**src/design/uart_cfg.svh**
```systemverilog
`ifndef UART_CFG_SVH
`define UART_CFG_SVH

// character size on the serial line
`define UART_DATA_WIDTH 8

// system clocks per serial bit, even so the receiver has a clean mid-bit point
`define UART_CLOCKS_PER_BIT 8

// flops between the pin and the receive state machine
`define UART_SYNC_STAGES 3

// wishbone word address bits, four registers
`define UART_ADDR_WIDTH 2

`endif

```
**src/design/uart_frame_pkg.sv**
```systemverilog
package uart_frame_pkg;

	// run-time parity selection, code 3 behaves as none
	typedef enum logic [1:0] {
		PARITY_NONE = 2'd0,
		PARITY_EVEN = 2'd1,
		PARITY_ODD  = 2'd2
	} parity_mode_e;

	typedef enum logic [2:0] {
		TX_IDLE   = 3'd0,       // waiting for a load
		TX_WAIT   = 3'd1,       // byte held, waiting for the first tick
		TX_START  = 3'd2,       // start bit on the line
		TX_DATA   = 3'd3,       // data bits, lsb first
		TX_PARITY = 3'd4,
		TX_STOP   = 3'd5
	} tx_state_e;

	typedef enum logic [2:0] {
		RX_IDLE   = 3'd0,       // line high, looking for a falling edge
		RX_START  = 3'd1,       // half-bit wait, start bit re-check
		RX_DATA   = 3'd2,
		RX_PARITY = 3'd3,
		RX_STOP   = 3'd4
	} rx_state_e;

endpackage

```
**src/design/uart_bus_pkg.sv**
```systemverilog
`include "uart_cfg.svh"

package uart_bus_pkg;

	// word addresses on the wishbone side
	typedef enum logic [`UART_ADDR_WIDTH-1:0] {
		REG_DATA   = 2'd0,      // rx byte on read, tx byte on write
		REG_STATUS = 2'd1,      // flags, write ones to clear errors
		REG_CTRL   = 2'd2,      // parity mode in bits 1:0
		REG_NONE   = 2'd3       // reads zero
	} reg_addr_e;

	// bit positions inside STATUS
	typedef enum int unsigned {
		ST_TX_BUSY    = 0,
		ST_RX_VALID   = 1,
		ST_PARITY_ERR = 2,
		ST_OVERRUN    = 3,
		ST_FRAME_ERR  = 4
	} status_bit_e;

endpackage

```
**src/design/uart_baud_gen.sv**
```systemverilog
`timescale 1ns/1ps
`include "uart_cfg.svh"

module uart_baud_gen (
	input  logic clk,
	input  logic reset,
	output logic o_bit_tick
);

	localparam int CNT_W = $clog2(`UART_CLOCKS_PER_BIT);

	logic [CNT_W-1:0] div_cnt;      // position inside the current bit period
	logic             wrap;

	assign wrap       = (div_cnt == CNT_W'(`UART_CLOCKS_PER_BIT - 1));
	assign o_bit_tick = wrap;       // one clock wide, once per bit period

	always_ff @(posedge clk) begin
		if (reset) begin
			div_cnt <= '0;
		end else if (wrap) begin
			div_cnt <= '0;          // free running, never stalls
		end else begin
			div_cnt <= div_cnt + 1'b1;
		end
	end

endmodule

```
**src/design/uart_tx.sv**
```systemverilog
`timescale 1ns/1ps
`include "uart_cfg.svh"

module uart_tx (
	input  logic                          clk,
	input  logic                          reset,
	input  logic                          i_bit_tick,
	input  logic                          i_load,
	input  logic [`UART_DATA_WIDTH-1:0]   i_data,
	input  uart_frame_pkg::parity_mode_e  i_parity_mode,
	output logic                          o_busy,
	output logic                          o_serial
);

	localparam int BIT_CNT_W = $clog2(`UART_DATA_WIDTH);

	uart_frame_pkg::tx_state_e    state;
	logic [`UART_DATA_WIDTH-1:0]  shift_q;      // next data bit sits in bit 0
	logic [BIT_CNT_W-1:0]         bit_cnt;      // data bit currently on the line
	logic                         parity_en;    // frame carries a parity bit
	logic                         parity_bit;   // computed once at load
	logic                         take_load;
	logic                         last_data;

	assign take_load = i_load && (state == uart_frame_pkg::TX_IDLE);    // load ignored while busy
	assign last_data = (bit_cnt == BIT_CNT_W'(`UART_DATA_WIDTH - 1));
	assign o_busy    = (state != uart_frame_pkg::TX_IDLE);              // set the cycle after load

	// byte and parity bit, captured at load and shifted out on ticks
	always_ff @(posedge clk) begin
		if (take_load) begin
			shift_q    <= i_data;
			parity_en  <= (i_parity_mode == uart_frame_pkg::PARITY_EVEN) ||
			              (i_parity_mode == uart_frame_pkg::PARITY_ODD);
			parity_bit <= (i_parity_mode == uart_frame_pkg::PARITY_ODD) ? ~^i_data : ^i_data;
		end else if (i_bit_tick && (state == uart_frame_pkg::TX_START ||
		                            state == uart_frame_pkg::TX_DATA)) begin
			shift_q <= shift_q >> 1;                // bit 0 just went to the line
		end
	end

	always_ff @(posedge clk) begin
		if (reset) begin
			state    <= uart_frame_pkg::TX_IDLE;
			o_serial <= 1'b1;                       // line idles high
			bit_cnt  <= '0;
		end else begin
			case (state)
				uart_frame_pkg::TX_IDLE: begin
					if (take_load) begin
						state <= uart_frame_pkg::TX_WAIT;
					end
				end
				uart_frame_pkg::TX_WAIT: begin
					if (i_bit_tick) begin
						o_serial <= 1'b0;           // start bit
						state    <= uart_frame_pkg::TX_START;
					end
				end
				uart_frame_pkg::TX_START: begin
					if (i_bit_tick) begin
						o_serial <= shift_q[0];     // lsb first
						bit_cnt  <= '0;
						state    <= uart_frame_pkg::TX_DATA;
					end
				end
				uart_frame_pkg::TX_DATA: begin
					if (i_bit_tick) begin
						if (last_data) begin
							if (parity_en) begin
								o_serial <= parity_bit;
								state    <= uart_frame_pkg::TX_PARITY;
							end else begin
								o_serial <= 1'b1;   // stop bit
								state    <= uart_frame_pkg::TX_STOP;
							end
						end else begin
							o_serial <= shift_q[0];
							bit_cnt  <= bit_cnt + 1'b1;
						end
					end
				end
				uart_frame_pkg::TX_PARITY: begin
					if (i_bit_tick) begin
						o_serial <= 1'b1;
						state    <= uart_frame_pkg::TX_STOP;
					end
				end
				uart_frame_pkg::TX_STOP: begin
					if (i_bit_tick) begin
						state <= uart_frame_pkg::TX_IDLE;   // busy drops at end of stop bit
					end
				end
				default: begin
					o_serial <= 1'b1;
					state    <= uart_frame_pkg::TX_IDLE;
				end
			endcase
		end
	end

endmodule

```
**src/design/uart_rx.sv**
```systemverilog
`timescale 1ns/1ps
`include "uart_cfg.svh"

module uart_rx (
	input  logic                          clk,
	input  logic                          reset,
	input  logic                          i_serial,
	input  uart_frame_pkg::parity_mode_e  i_parity_mode,
	output logic                          o_strobe,
	output logic [`UART_DATA_WIDTH-1:0]   o_data,
	output logic                          o_parity_err,
	output logic                          o_frame_err
);

	localparam int CNT_W     = $clog2(`UART_CLOCKS_PER_BIT);
	localparam int BIT_CNT_W = $clog2(`UART_DATA_WIDTH);
	localparam int HALF_BIT  = `UART_CLOCKS_PER_BIT / 2;

	logic [`UART_SYNC_STAGES-1:0] sync_q;       // pin enters at bit 0
	logic                         line;         // synchronized serial input
	logic                         line_prev;    // for falling edge detect
	logic                         fall;
	uart_frame_pkg::rx_state_e    state;
	logic [CNT_W-1:0]             clk_cnt;      // clocks since the last sample point
	logic [BIT_CNT_W-1:0]         bit_cnt;
	logic                         half_point;
	logic                         bit_point;
	logic                         start_ok;
	logic [`UART_DATA_WIDTH-1:0]  shift_q;
	logic                         parity_acc;   // xor of the data bits seen so far
	logic                         parity_en;
	logic                         parity_odd;
	logic                         parity_err_q;

	assign line       = sync_q[`UART_SYNC_STAGES-1];
	assign fall       = line_prev && !line;
	assign half_point = (clk_cnt == CNT_W'(HALF_BIT - 1));
	assign bit_point  = (clk_cnt == CNT_W'(`UART_CLOCKS_PER_BIT - 1));
	assign start_ok   = (state == uart_frame_pkg::RX_START) && half_point && !line;

	always_ff @(posedge clk) begin
		if (reset) begin
			sync_q    <= '1;                        // idle line level
			line_prev <= 1'b1;
		end else begin
			sync_q    <= {sync_q[`UART_SYNC_STAGES-2:0], i_serial};
			line_prev <= line;
		end
	end

	// data path, parity and result capture
	always_ff @(posedge clk) begin
		if (start_ok) begin
			parity_acc   <= 1'b0;
			parity_err_q <= 1'b0;                   // stays clear in frames without parity
			parity_en    <= (i_parity_mode == uart_frame_pkg::PARITY_EVEN) ||
			                (i_parity_mode == uart_frame_pkg::PARITY_ODD);
			parity_odd   <= (i_parity_mode == uart_frame_pkg::PARITY_ODD);
		end
		if (state == uart_frame_pkg::RX_DATA && bit_point) begin
			shift_q    <= {line, shift_q[`UART_DATA_WIDTH-1:1]};  // lsb arrives first
			parity_acc <= parity_acc ^ line;
		end
		if (state == uart_frame_pkg::RX_PARITY && bit_point) begin
			parity_err_q <= ((parity_acc ^ line) != parity_odd);
		end
		if (state == uart_frame_pkg::RX_STOP && bit_point) begin
			o_data       <= shift_q;
			o_parity_err <= parity_err_q;
			o_frame_err  <= !line;                  // stop bit must be high
		end
	end

	always_ff @(posedge clk) begin
		if (reset) begin
			state    <= uart_frame_pkg::RX_IDLE;
			clk_cnt  <= '0;
			bit_cnt  <= '0;
			o_strobe <= 1'b0;
		end else begin
			o_strobe <= 1'b0;
			clk_cnt  <= clk_cnt + 1'b1;
			case (state)
				uart_frame_pkg::RX_IDLE: begin
					clk_cnt <= '0;
					if (fall) begin
						state <= uart_frame_pkg::RX_START;
					end
				end
				uart_frame_pkg::RX_START: begin
					if (half_point) begin
						clk_cnt <= '0;
						bit_cnt <= '0;
						// high at mid-bit means a glitch, not a start bit
						state   <= line ? uart_frame_pkg::RX_IDLE : uart_frame_pkg::RX_DATA;
					end
				end
				uart_frame_pkg::RX_DATA: begin
					if (bit_point) begin
						bit_cnt <= bit_cnt + 1'b1;
						if (bit_cnt == BIT_CNT_W'(`UART_DATA_WIDTH - 1)) begin
							state <= parity_en ? uart_frame_pkg::RX_PARITY
							                   : uart_frame_pkg::RX_STOP;
						end
					end
				end
				uart_frame_pkg::RX_PARITY: begin
					if (bit_point) begin
						state <= uart_frame_pkg::RX_STOP;
					end
				end
				uart_frame_pkg::RX_STOP: begin
					if (bit_point) begin
						o_strobe <= 1'b1;           // result valid with this pulse
						state    <= uart_frame_pkg::RX_IDLE;
					end
				end
				default: state <= uart_frame_pkg::RX_IDLE;
			endcase
		end
	end

endmodule

```
**src/design/uart_wb_regs.sv**
```systemverilog
`timescale 1ns/1ps
`include "uart_cfg.svh"

module uart_wb_regs (
	input  logic                          clk,
	input  logic                          reset,
	input  logic                          i_wb_cyc,
	input  logic                          i_wb_stb,
	input  logic                          i_wb_we,
	input  logic [`UART_ADDR_WIDTH-1:0]   i_wb_adr,
	input  logic [7:0]                    i_wb_dat,
	input  logic                          i_tx_busy,
	input  logic                          i_rx_strobe,
	input  logic [`UART_DATA_WIDTH-1:0]   i_rx_data,
	input  logic                          i_rx_parity_err,
	input  logic                          i_rx_frame_err,
	output logic [7:0]                    o_wb_dat,
	output logic                          o_wb_ack,
	output logic                          o_tx_load,
	output logic [`UART_DATA_WIDTH-1:0]   o_tx_data,
	output uart_frame_pkg::parity_mode_e  o_parity_mode
);

	uart_bus_pkg::reg_addr_e      addr;
	logic                         req;          // one cycle per access
	logic                         wr;
	logic                         rd;
	logic                         data_rd;
	logic                         status_wr;
	logic [`UART_DATA_WIDTH-1:0]  rx_data_q;
	logic                         rx_valid;
	logic                         parity_err;   // sticky
	logic                         frame_err;    // sticky
	logic                         overrun;      // sticky
	logic [7:0]                   status;

	assign addr      = uart_bus_pkg::reg_addr_e'(i_wb_adr);
	assign req       = i_wb_cyc && i_wb_stb && !o_wb_ack;  // no second effect on the ack cycle
	assign wr        = req && i_wb_we;
	assign rd        = req && !i_wb_we;
	assign data_rd   = rd && (addr == uart_bus_pkg::REG_DATA);
	assign status_wr = wr && (addr == uart_bus_pkg::REG_STATUS);

	always_comb begin
		status = '0;
		status[uart_bus_pkg::ST_TX_BUSY]    = i_tx_busy;
		status[uart_bus_pkg::ST_RX_VALID]   = rx_valid;
		status[uart_bus_pkg::ST_PARITY_ERR] = parity_err;
		status[uart_bus_pkg::ST_OVERRUN]    = overrun;
		status[uart_bus_pkg::ST_FRAME_ERR]  = frame_err;
	end

	// read data and the tx byte
	always_ff @(posedge clk) begin
		if (i_rx_strobe) begin
			rx_data_q <= i_rx_data;                 // newest byte always wins
		end
		if (wr && addr == uart_bus_pkg::REG_DATA) begin
			o_tx_data <= i_wb_dat[`UART_DATA_WIDTH-1:0];
		end
		if (rd) begin
			case (addr)
				uart_bus_pkg::REG_DATA:   o_wb_dat <= 8'(rx_data_q);
				uart_bus_pkg::REG_STATUS: o_wb_dat <= status;
				uart_bus_pkg::REG_CTRL:   o_wb_dat <= {6'd0, o_parity_mode};
				default:                  o_wb_dat <= 8'd0;
			endcase
		end
	end

	always_ff @(posedge clk) begin
		if (reset) begin
			o_wb_ack      <= 1'b0;
			o_tx_load     <= 1'b0;
			o_parity_mode <= uart_frame_pkg::PARITY_NONE;
			rx_valid      <= 1'b0;
			parity_err    <= 1'b0;
			frame_err     <= 1'b0;
			overrun       <= 1'b0;
		end else begin
			o_wb_ack <= req;
			// a write while busy is acked and dropped
			o_tx_load <= wr && (addr == uart_bus_pkg::REG_DATA) && !i_tx_busy;
			if (wr && addr == uart_bus_pkg::REG_CTRL) begin
				o_parity_mode <= uart_frame_pkg::parity_mode_e'(i_wb_dat[1:0]);
			end

			if (data_rd) begin
				rx_valid <= 1'b0;
			end
			if (status_wr) begin                    // write one to clear
				if (i_wb_dat[uart_bus_pkg::ST_PARITY_ERR]) parity_err <= 1'b0;
				if (i_wb_dat[uart_bus_pkg::ST_FRAME_ERR])  frame_err  <= 1'b0;
				if (i_wb_dat[uart_bus_pkg::ST_OVERRUN])    overrun    <= 1'b0;
			end

			// a new byte takes priority over a clear in the same cycle
			if (i_rx_strobe) begin
				rx_valid <= 1'b1;
				if (rx_valid && !data_rd) begin
					overrun <= 1'b1;                // previous byte never read
				end
				if (i_rx_parity_err) begin
					parity_err <= 1'b1;
				end
				if (i_rx_frame_err) begin
					frame_err <= 1'b1;
				end
			end
		end
	end

endmodule

```
**src/design/uart_top.sv**
```systemverilog
`timescale 1ns/1ps
`include "uart_cfg.svh"

module uart_top (
	input  logic                         clk,
	input  logic                         reset,
	input  logic                         i_wb_cyc,
	input  logic                         i_wb_stb,
	input  logic                         i_wb_we,
	input  logic [`UART_ADDR_WIDTH-1:0]  i_wb_adr,
	input  logic [7:0]                   i_wb_dat,
	output logic [7:0]                   o_wb_dat,
	output logic                         o_wb_ack,
	output logic                         o_serial,
	input  logic                         i_serial        // asynchronous to clk
);

	logic                          tx_load;
	logic [`UART_DATA_WIDTH-1:0]   tx_data;
	logic                          tx_busy;
	logic                          bit_tick;
	logic                          rx_strobe;
	logic [`UART_DATA_WIDTH-1:0]   rx_data;
	logic                          rx_parity_err;
	logic                          rx_frame_err;
	uart_frame_pkg::parity_mode_e  parity_mode;      // shared by tx and rx

	uart_wb_regs u_regs (
		.clk             (clk),
		.reset           (reset),
		.i_wb_cyc        (i_wb_cyc),
		.i_wb_stb        (i_wb_stb),
		.i_wb_we         (i_wb_we),
		.i_wb_adr        (i_wb_adr),
		.i_wb_dat        (i_wb_dat),
		.i_tx_busy       (tx_busy),
		.i_rx_strobe     (rx_strobe),
		.i_rx_data       (rx_data),
		.i_rx_parity_err (rx_parity_err),
		.i_rx_frame_err  (rx_frame_err),
		.o_wb_dat        (o_wb_dat),
		.o_wb_ack        (o_wb_ack),
		.o_tx_load       (tx_load),
		.o_tx_data       (tx_data),
		.o_parity_mode   (parity_mode)
	);

	uart_baud_gen u_baud (
		.clk        (clk),
		.reset      (reset),
		.o_bit_tick (bit_tick)
	);

	uart_tx u_tx (
		.clk           (clk),
		.reset         (reset),
		.i_bit_tick    (bit_tick),
		.i_load        (tx_load),
		.i_data        (tx_data),
		.i_parity_mode (parity_mode),
		.o_busy        (tx_busy),
		.o_serial      (o_serial)
	);

	uart_rx u_rx (
		.clk           (clk),
		.reset         (reset),
		.i_serial      (i_serial),
		.i_parity_mode (parity_mode),
		.o_strobe      (rx_strobe),
		.o_data        (rx_data),
		.o_parity_err  (rx_parity_err),
		.o_frame_err   (rx_frame_err)
	);

endmodule

```
**config.mk**
```make
export PLATFORM = sky130hd
export DESIGN_NAME = uart_top
export DESIGN_NICKNAME = d
export VERILOG_FILES = /design/src/design/uart_frame_pkg.sv /design/src/design/uart_bus_pkg.sv /design/src/design/uart_baud_gen.sv /design/src/design/uart_tx.sv /design/src/design/uart_rx.sv /design/src/design/uart_wb_regs.sv /design/src/design/uart_top.sv
export VERILOG_INCLUDE_DIRS = /design/src /design/src/design
export SDC_FILE = /design/constraint.sdc
export NUM_CORES = 1
export LEC_CHECK = 0
export BUFFER_PORTS_ARGS = -buffer_cell sky130_fd_sc_hd__buf_2
export CAP_MARGIN = 40
export CORE_ASPECT_RATIO = 0.6
export CORE_UTILIZATION = 47
export CTS_CLUSTER_DIAMETER = 100
export DETAILED_ROUTE_END_ITERATION = 7
export PLACE_DENSITY = 0.76
export SLEW_MARGIN = 20
export SYNTH_ARGS = -nofsm -noshare
export SYNTH_HDL_FRONTEND = slang
export SYNTH_SLANG_ARGS = --single-unit
```
**constraint.sdc**
```tcl
create_clock -name clk -period 3.4 [get_ports clk]
set_input_delay 0.85 -clock clk [delete_from_list [all_inputs] [get_ports clk]]
set_output_delay 0.85 -clock clk [all_outputs]
set_load 0.005 [all_outputs]
```
Word level (Yosys, flattened, before mapping)

Cells that the tools add are included.

Register bits after elaboration: 88
Latch bits: 0
RAM bits: 0
Bits in read-only memories: 0
Input bits: 16
Output and inout port bits: 10
Logic and storage cells: 171
Memories kept: 0

Add/subtract/negate cells: 4
$mul: 0
Divide/modulo/power cells: 0
Magnitude comparators: 0
Equal/unequal tests: 33
Shift operators: 0
Mux-type cells: 55
Bitwise logic cells: 3
Reduce and logical (&&, ||, !) cells: 45

Operators by type and width:

| kind                | count |
|---|---|
| $mux 3              | 19 |
| $mux 1              | 26 |
| $ne 2x1->1 const B  | 12 |
| $pmux 8 s3          | 1 |
| $eq 3x3->1 const B  | 7 |
| $logic_and 1x1->1   | 18 |
| $pmux 3 s2          | 3 |
| $pmux 3 s6          | 1 |
| $mux 8              | 2 |
| $eq 3x2->1 const B  | 5 |
| $pmux 3 s5          | 1 |
| $add 3x1->3 const B | 4 |
| $reduce_bool 2->1   | 6 |
| $reduce_xnor 8->1   | 1 |
| $reduce_xor 8->1    | 1 |
| $reduce_and 7->1    | 1 |
| $eq 3x1->1 const B  | 2 |
| $logic_not 3->1     | 2 |
| $reduce_and 6->1    | 1 |
| $reduce_or 2->1     | 3 |
| $logic_not 1->1     | 5 |
| $pmux 1 s5          | 1 |
| $reduce_and 5->1    | 1 |
| $eq 2x1->1 const B  | 2 |
| other kinds (11)    | 15 |

Depth between registers and ports, before layout

Depth in word-level cells: 8
Mapped depth: 7
Depth with buffers taken out: 6

Cells and area by module

A second synthesis with hierarchy kept.

Cell total of the unflattened synthesis: 292
Area, all modules: 3846.2 um2

By module, submodules not included:

| module        | instances | cells an instance | area each (um2) | seq. area each (um2) |
|---|---|---|---|---|
| uart_rx       | 1         | 117               | 1557.7          | 940.9 |
| uart_wb_regs  | 1         | 80                | 1214.9          | 880.8 |
| uart_tx       | 1         | 87                | 968.4           | 440.4 |
| uart_baud_gen | 1         | 8                 | 105.1           | 60.1 |

Least setup slack after synthesis

Ideal clock, no wire load.

Path type: input to register
From: in i_wb_adr[0]
To: reg u_regs.o_tx_data[0] (enable)
Setup time: 0.385 ns
Data arrival time: 1.705 ns
Required time: 3.015 ns
Slack: 1.310 ns
Stages on the path: 2
Buffers on the path: 1
Path through: buf_2 > nor3_1

Word-level cells in the longest chain between the ends: 2

RTL lines:

| what                 | RTL line           | RTL |
|---|---|---|
| start, declared      | uart_top.sv:10     | `` input logic [`UART_ADDR_WIDTH-1:0] i_wb_adr, `` |
| $logic_not 2->1      | uart_wb_regs.sv:58 | `if (wr && addr == uart_bus_pkg::REG_DATA) begin` |
| $logic_and 1x1->1    | uart_wb_regs.sv:58 |  |
| end signal, assigned | uart_wb_regs.sv:59 | `` o_tx_data <= i_wb_dat[`UART_DATA_WIDTH-1:0]; `` |
| end, declared        | uart_wb_regs.sv:20 | `` output logic [`UART_DATA_WIDTH-1:0] o_tx_data, `` |

Every way passes these cells.
A chain may end at the register's enable or synchronous reset.

Worst setup path after layout

From: reg u_tx.state[0]
To: reg u_tx.shift_q[4] (enable)

Word-level cells in the longest chain between the ends: 4
Elaborated cells between the ends (all ways): 7
Classes of those cells: eq/ne: 2; reduce/logical: 5

RTL lines:

| what                            | RTL line                     | RTL |
|---|---|---|
| start, declared                 | uart_tx.sv:17                | `uart_frame_pkg::tx_state_e state;` |
| start signal, assigned          | uart_tx.sv:44                | `state <= uart_frame_pkg::TX_IDLE;` |
| start signal, assigned          | uart_tx.sv:51                | `state <= uart_frame_pkg::TX_WAIT;` |
| start signal, assigned          | uart_tx.sv:57                | `state <= uart_frame_pkg::TX_START;` |
| $eq 3x2->1 (on tied branches)   | uart_tx.sv:36, uart_tx.sv:37 |  |
| $logic_or 1x1->1                | uart_tx.sv:36                | `end else if (i_bit_tick && (state == uart_frame_pkg::TX_START \|\|` |
| $logic_and 1x1->1               | uart_tx.sv:36                |  |
| $reduce_bool 2->1 (no line) (*) | n/a                          |  |
| end signal, assigned            | uart_tx.sv:32                | `shift_q <= i_data;` |
| end signal, assigned            | uart_tx.sv:38                | `shift_q <= shift_q >> 1;` |
| end, declared                   | uart_tx.sv:18                | `` logic [`UART_DATA_WIDTH-1:0] shift_q; `` |

Mark *: on every way between the ends. The rest lies on a longest branch, timed or not.

==> results.md <==
* Crit path launch: u_tx.state[0]
* Routed vias at 2123
* CP endpoint kind: flip-flop
* Worst slew pin tran at 0.620 ns
* Switching power at 0.000431 W
* EDFF count, synth at 56
* Post_cts resized at 0
* FILL cells at 612
* Most frequent cells in the layout: 56 x edfxtp_1, 32 x dfxtp_1, 25 x buf_2
* Peak Freq at 0.481 GHz
* Slowest stage delay, CP at 0.49 ns
* Unrepaired setup endpoints after global routing: no
* Share of cells above drive strength 1 at 0.182
* MaxCap Viol Count at 0
* Power density over cell area at 514 nW/µm²
* Combinational fraction of design power at 0.036
* Detail Route Antenna Nets at 0
* GRT Total Usage at 0.169
* Core area at 7360 µm²
* Io pins at 26
* Post-synth design cell area at 3630 µm²
* H-tree lvl count at 3
* R2R cell count at 3
* Die Ht at 70.0 µm
* Worst hold path type: flip-flop to flip-flop
* Commonest non-fill, non-tap cell in the layout: edfxtp_1
* Period utilization at 0.611
* Setup violators final at 0
* Row count at 24
* Fin crit period at 2.08 ns
* Clk sinks at 88
* Synth cell types at 50
* Synthesis-to-layout area growth at 12.7%
* Worst path arrival time at 2.08 ns
* Global route total overflow at 0
* Hold-fix buffers, CTS at 0
* Pleak at 1.49 nW
* Placed cell areas at 3820 µm²
* HPWL Detailed at 4080 µm
* Clk_skew at 0.00764 ns
* Cells after synthesis at 285
* Initial antenna violation count at 0
* Vias per inst at 5.08
* 1st-iter DRT viols at 120
* CTS tree: built
* Synthesis Warnings at 0
* Critical path, cell by cell: nor3_1 -> and2_1 -> a21o_1
* Die width at 115 µm
* Total wire length at 5960 µm
* Number of global-route vias before repair at 2093
* Residual DRC at 0
* Worst EP required at 3.40 ns
* Worst reg2reg startpoint: u_tx.state[0]
* Worst Path Max Fanout at 15
* R2R Path End: u_tx.shift_q[4]
* Clock group share of total power at 0.415
* Final TNS setup at 0 ns
* Max VDD drop at 225 µV
* Longest Clk Path Bufs at 2
* Reg clk slew, reported paths at 0.06 ns
* GP Congestion at 0.826
* Max Slew Vio Count at 0
* CP max stage cell: and2_1
* Worst skew pair latency at 0.34 ns
* Most used DFF post-synth: edfxtp_1
* Worst slew margin at 0.585
* Status: completed
* Startpoint class of the critical path: flip-flop
* Worst hold stages at 1
* N_diodes at 0
* Final Util at 0.555
* Syn Nets at 313
* Number of setup buffers added after CTS at 0
* Sequential Power Share at 0.549
* Async SR Flop Fraction at 0
* Count of final hold-check violations at 0
* Initial Util at 0.493
* Port buffer count at 25
* Initial DRT Pass Iterations at 4
* Layout net count at 337
* Switching part of the total power at 0.205
* Destination of the worst hold path: u_rx.sync_q[1]
* Global-route wire length before repair at 10200 µm
* Largest net degree at the start of global routing at 32
* WS Path Type: flip-flop to flip-flop
* CTS buffer count at 9
* Reg-to-reg setup timing slack at 1.32 ns
* Sequential area share after synthesis at 0.640
* P_int at 0.00167 W
* CTS root buf: clkbuf_16
* Hold Crit Start: u_rx.sync_q[0]
* Flops & latches, synth at 88
* Syn avg cell area at 12.7 µm²
* WL/cell at 14.3 µm
* DIE AREA at 8080 µm²
* Post-route cell area at 4090 µm²
==> routing by layer <==
| metal | routed length (µm) | global-route usage | vias up |
|---|---|---|---|
| met3 | 311 | 0.0642 | 10 |
| met1 | 2900 | 0.222 | 999 |
| met4 | 84 | 0.0664 | 0 |
| met5 | 0 | 0 | - |
| met2 | 2670 | 0.253 | 44 |
| li1 | - | - | 1070 |
==> kinds of logic after synthesis <==
| logic type | count (synthesis) | synth area share |
|---|---|---|
| compound gates | 43 | 0.0745 |
| xor+xnor | 11 | 0.0266 |
| fa+ha+maj | 12 | 0.0414 |
| buf+inv | 29 | 0.0355 |
| flops | 88 | 0.640 |
| mux | 15 | 0.0438 |
| simple gates | 87 | 0.138 |
==> flip-flops by register name (all words and copies together) (netlist names), 2 cells and up <==
name	cells
u_regs.o_parity_mode	2
u_rx.sync_q	3
u_rx.bit_cnt	3
u_tx.state	3
u_regs.o_tx_data	8
u_rx.clk_cnt	3
u_baud.div_cnt	3
u_tx.shift_q	8
u_rx.state	3
u_rx.shift_q	8
u_regs.rx_data_q	8
u_tx.bit_cnt	3
u_regs.o_wb_dat	8
u_rx.o_data	8
==> worst max path at each step <==
stage / endpoint / slack (ns)
2_1_floorplan: u_regs.o_tx_data[0] / 1.31
6_report: u_tx.shift_q[4] / 1.32
3_5_place_dp: u_tx.shift_q[4] / 1.35
3_3_place_gp: u_regs.overrun / 1.47
4_1_cts: u_tx.shift_q[4] / 1.34
5_1_grt: u_tx.shift_q[3] / 1.14
==> worst max-delay path, delay by kind of cell, from the launching register on <==
kind	cells	cell delay, ns
and+or+nand+nor	2	0.94
DFF	1	0.46
AOI/OAI and AO/OA	1	0.34
==> synth_stat cells, types with 6 or more instances <==
library cell	instances	area share
ha_1	12	0.041
buf_2	7	0.0097
o21ai_0	6	0.0083
dfxtp_1	32	0.18
nor2_1	17	0.018
nand2b_1	6	0.010
mux2_2	7	0.022
mux2i_1	8	0.022
edfxtp_1	56	0.46
nand2_1	12	0.012
xnor2_1	8	0.019
inv_1	15	0.016
a21oi_1	21	0.029
==> metrics by stage <==
stage,setup WS [ns],hold slack (ns),std cells,total power (W)
finish,1.32,0.413,418,0.00210
floorplan,1.31,0.389,285,0.00123
CTS,1.34,0.414,418,0.00213
global placement,1.47,0.401,402,0.00125
detailed placement,1.35,0.401,402,0.00125
global route,1.14,0.418,418,0.00218
==> power groups by stage <==
stage	clock network, W	registers [W]	logic, W
after floorplan	0	0.00117	0.0000589
after global placement	0	0.00118	0.0000738
after detailed placement	0	0.00118	0.0000767
after CTS	0.000896	0.00115	0.0000775
after global routing	0.000938	0.00115	0.0000861
final	0.000872	0.00115	0.0000764
==> area by class of cell <==
type                            count  area (µm²)  share of cell area
Tap cell                          104         130              0.0319
Inverter                           16        60.1              0.0147
Multi-Input combinational cell    168        1170               0.288
Clock buffer                       11         233              0.0570
Clock inverter                      5        32.5             0.00796
Timing Repair Buffer               26         133              0.0325
Sequential cell                    88        2320               0.568
Note: power is estimated with default switching activity, not from simulation.
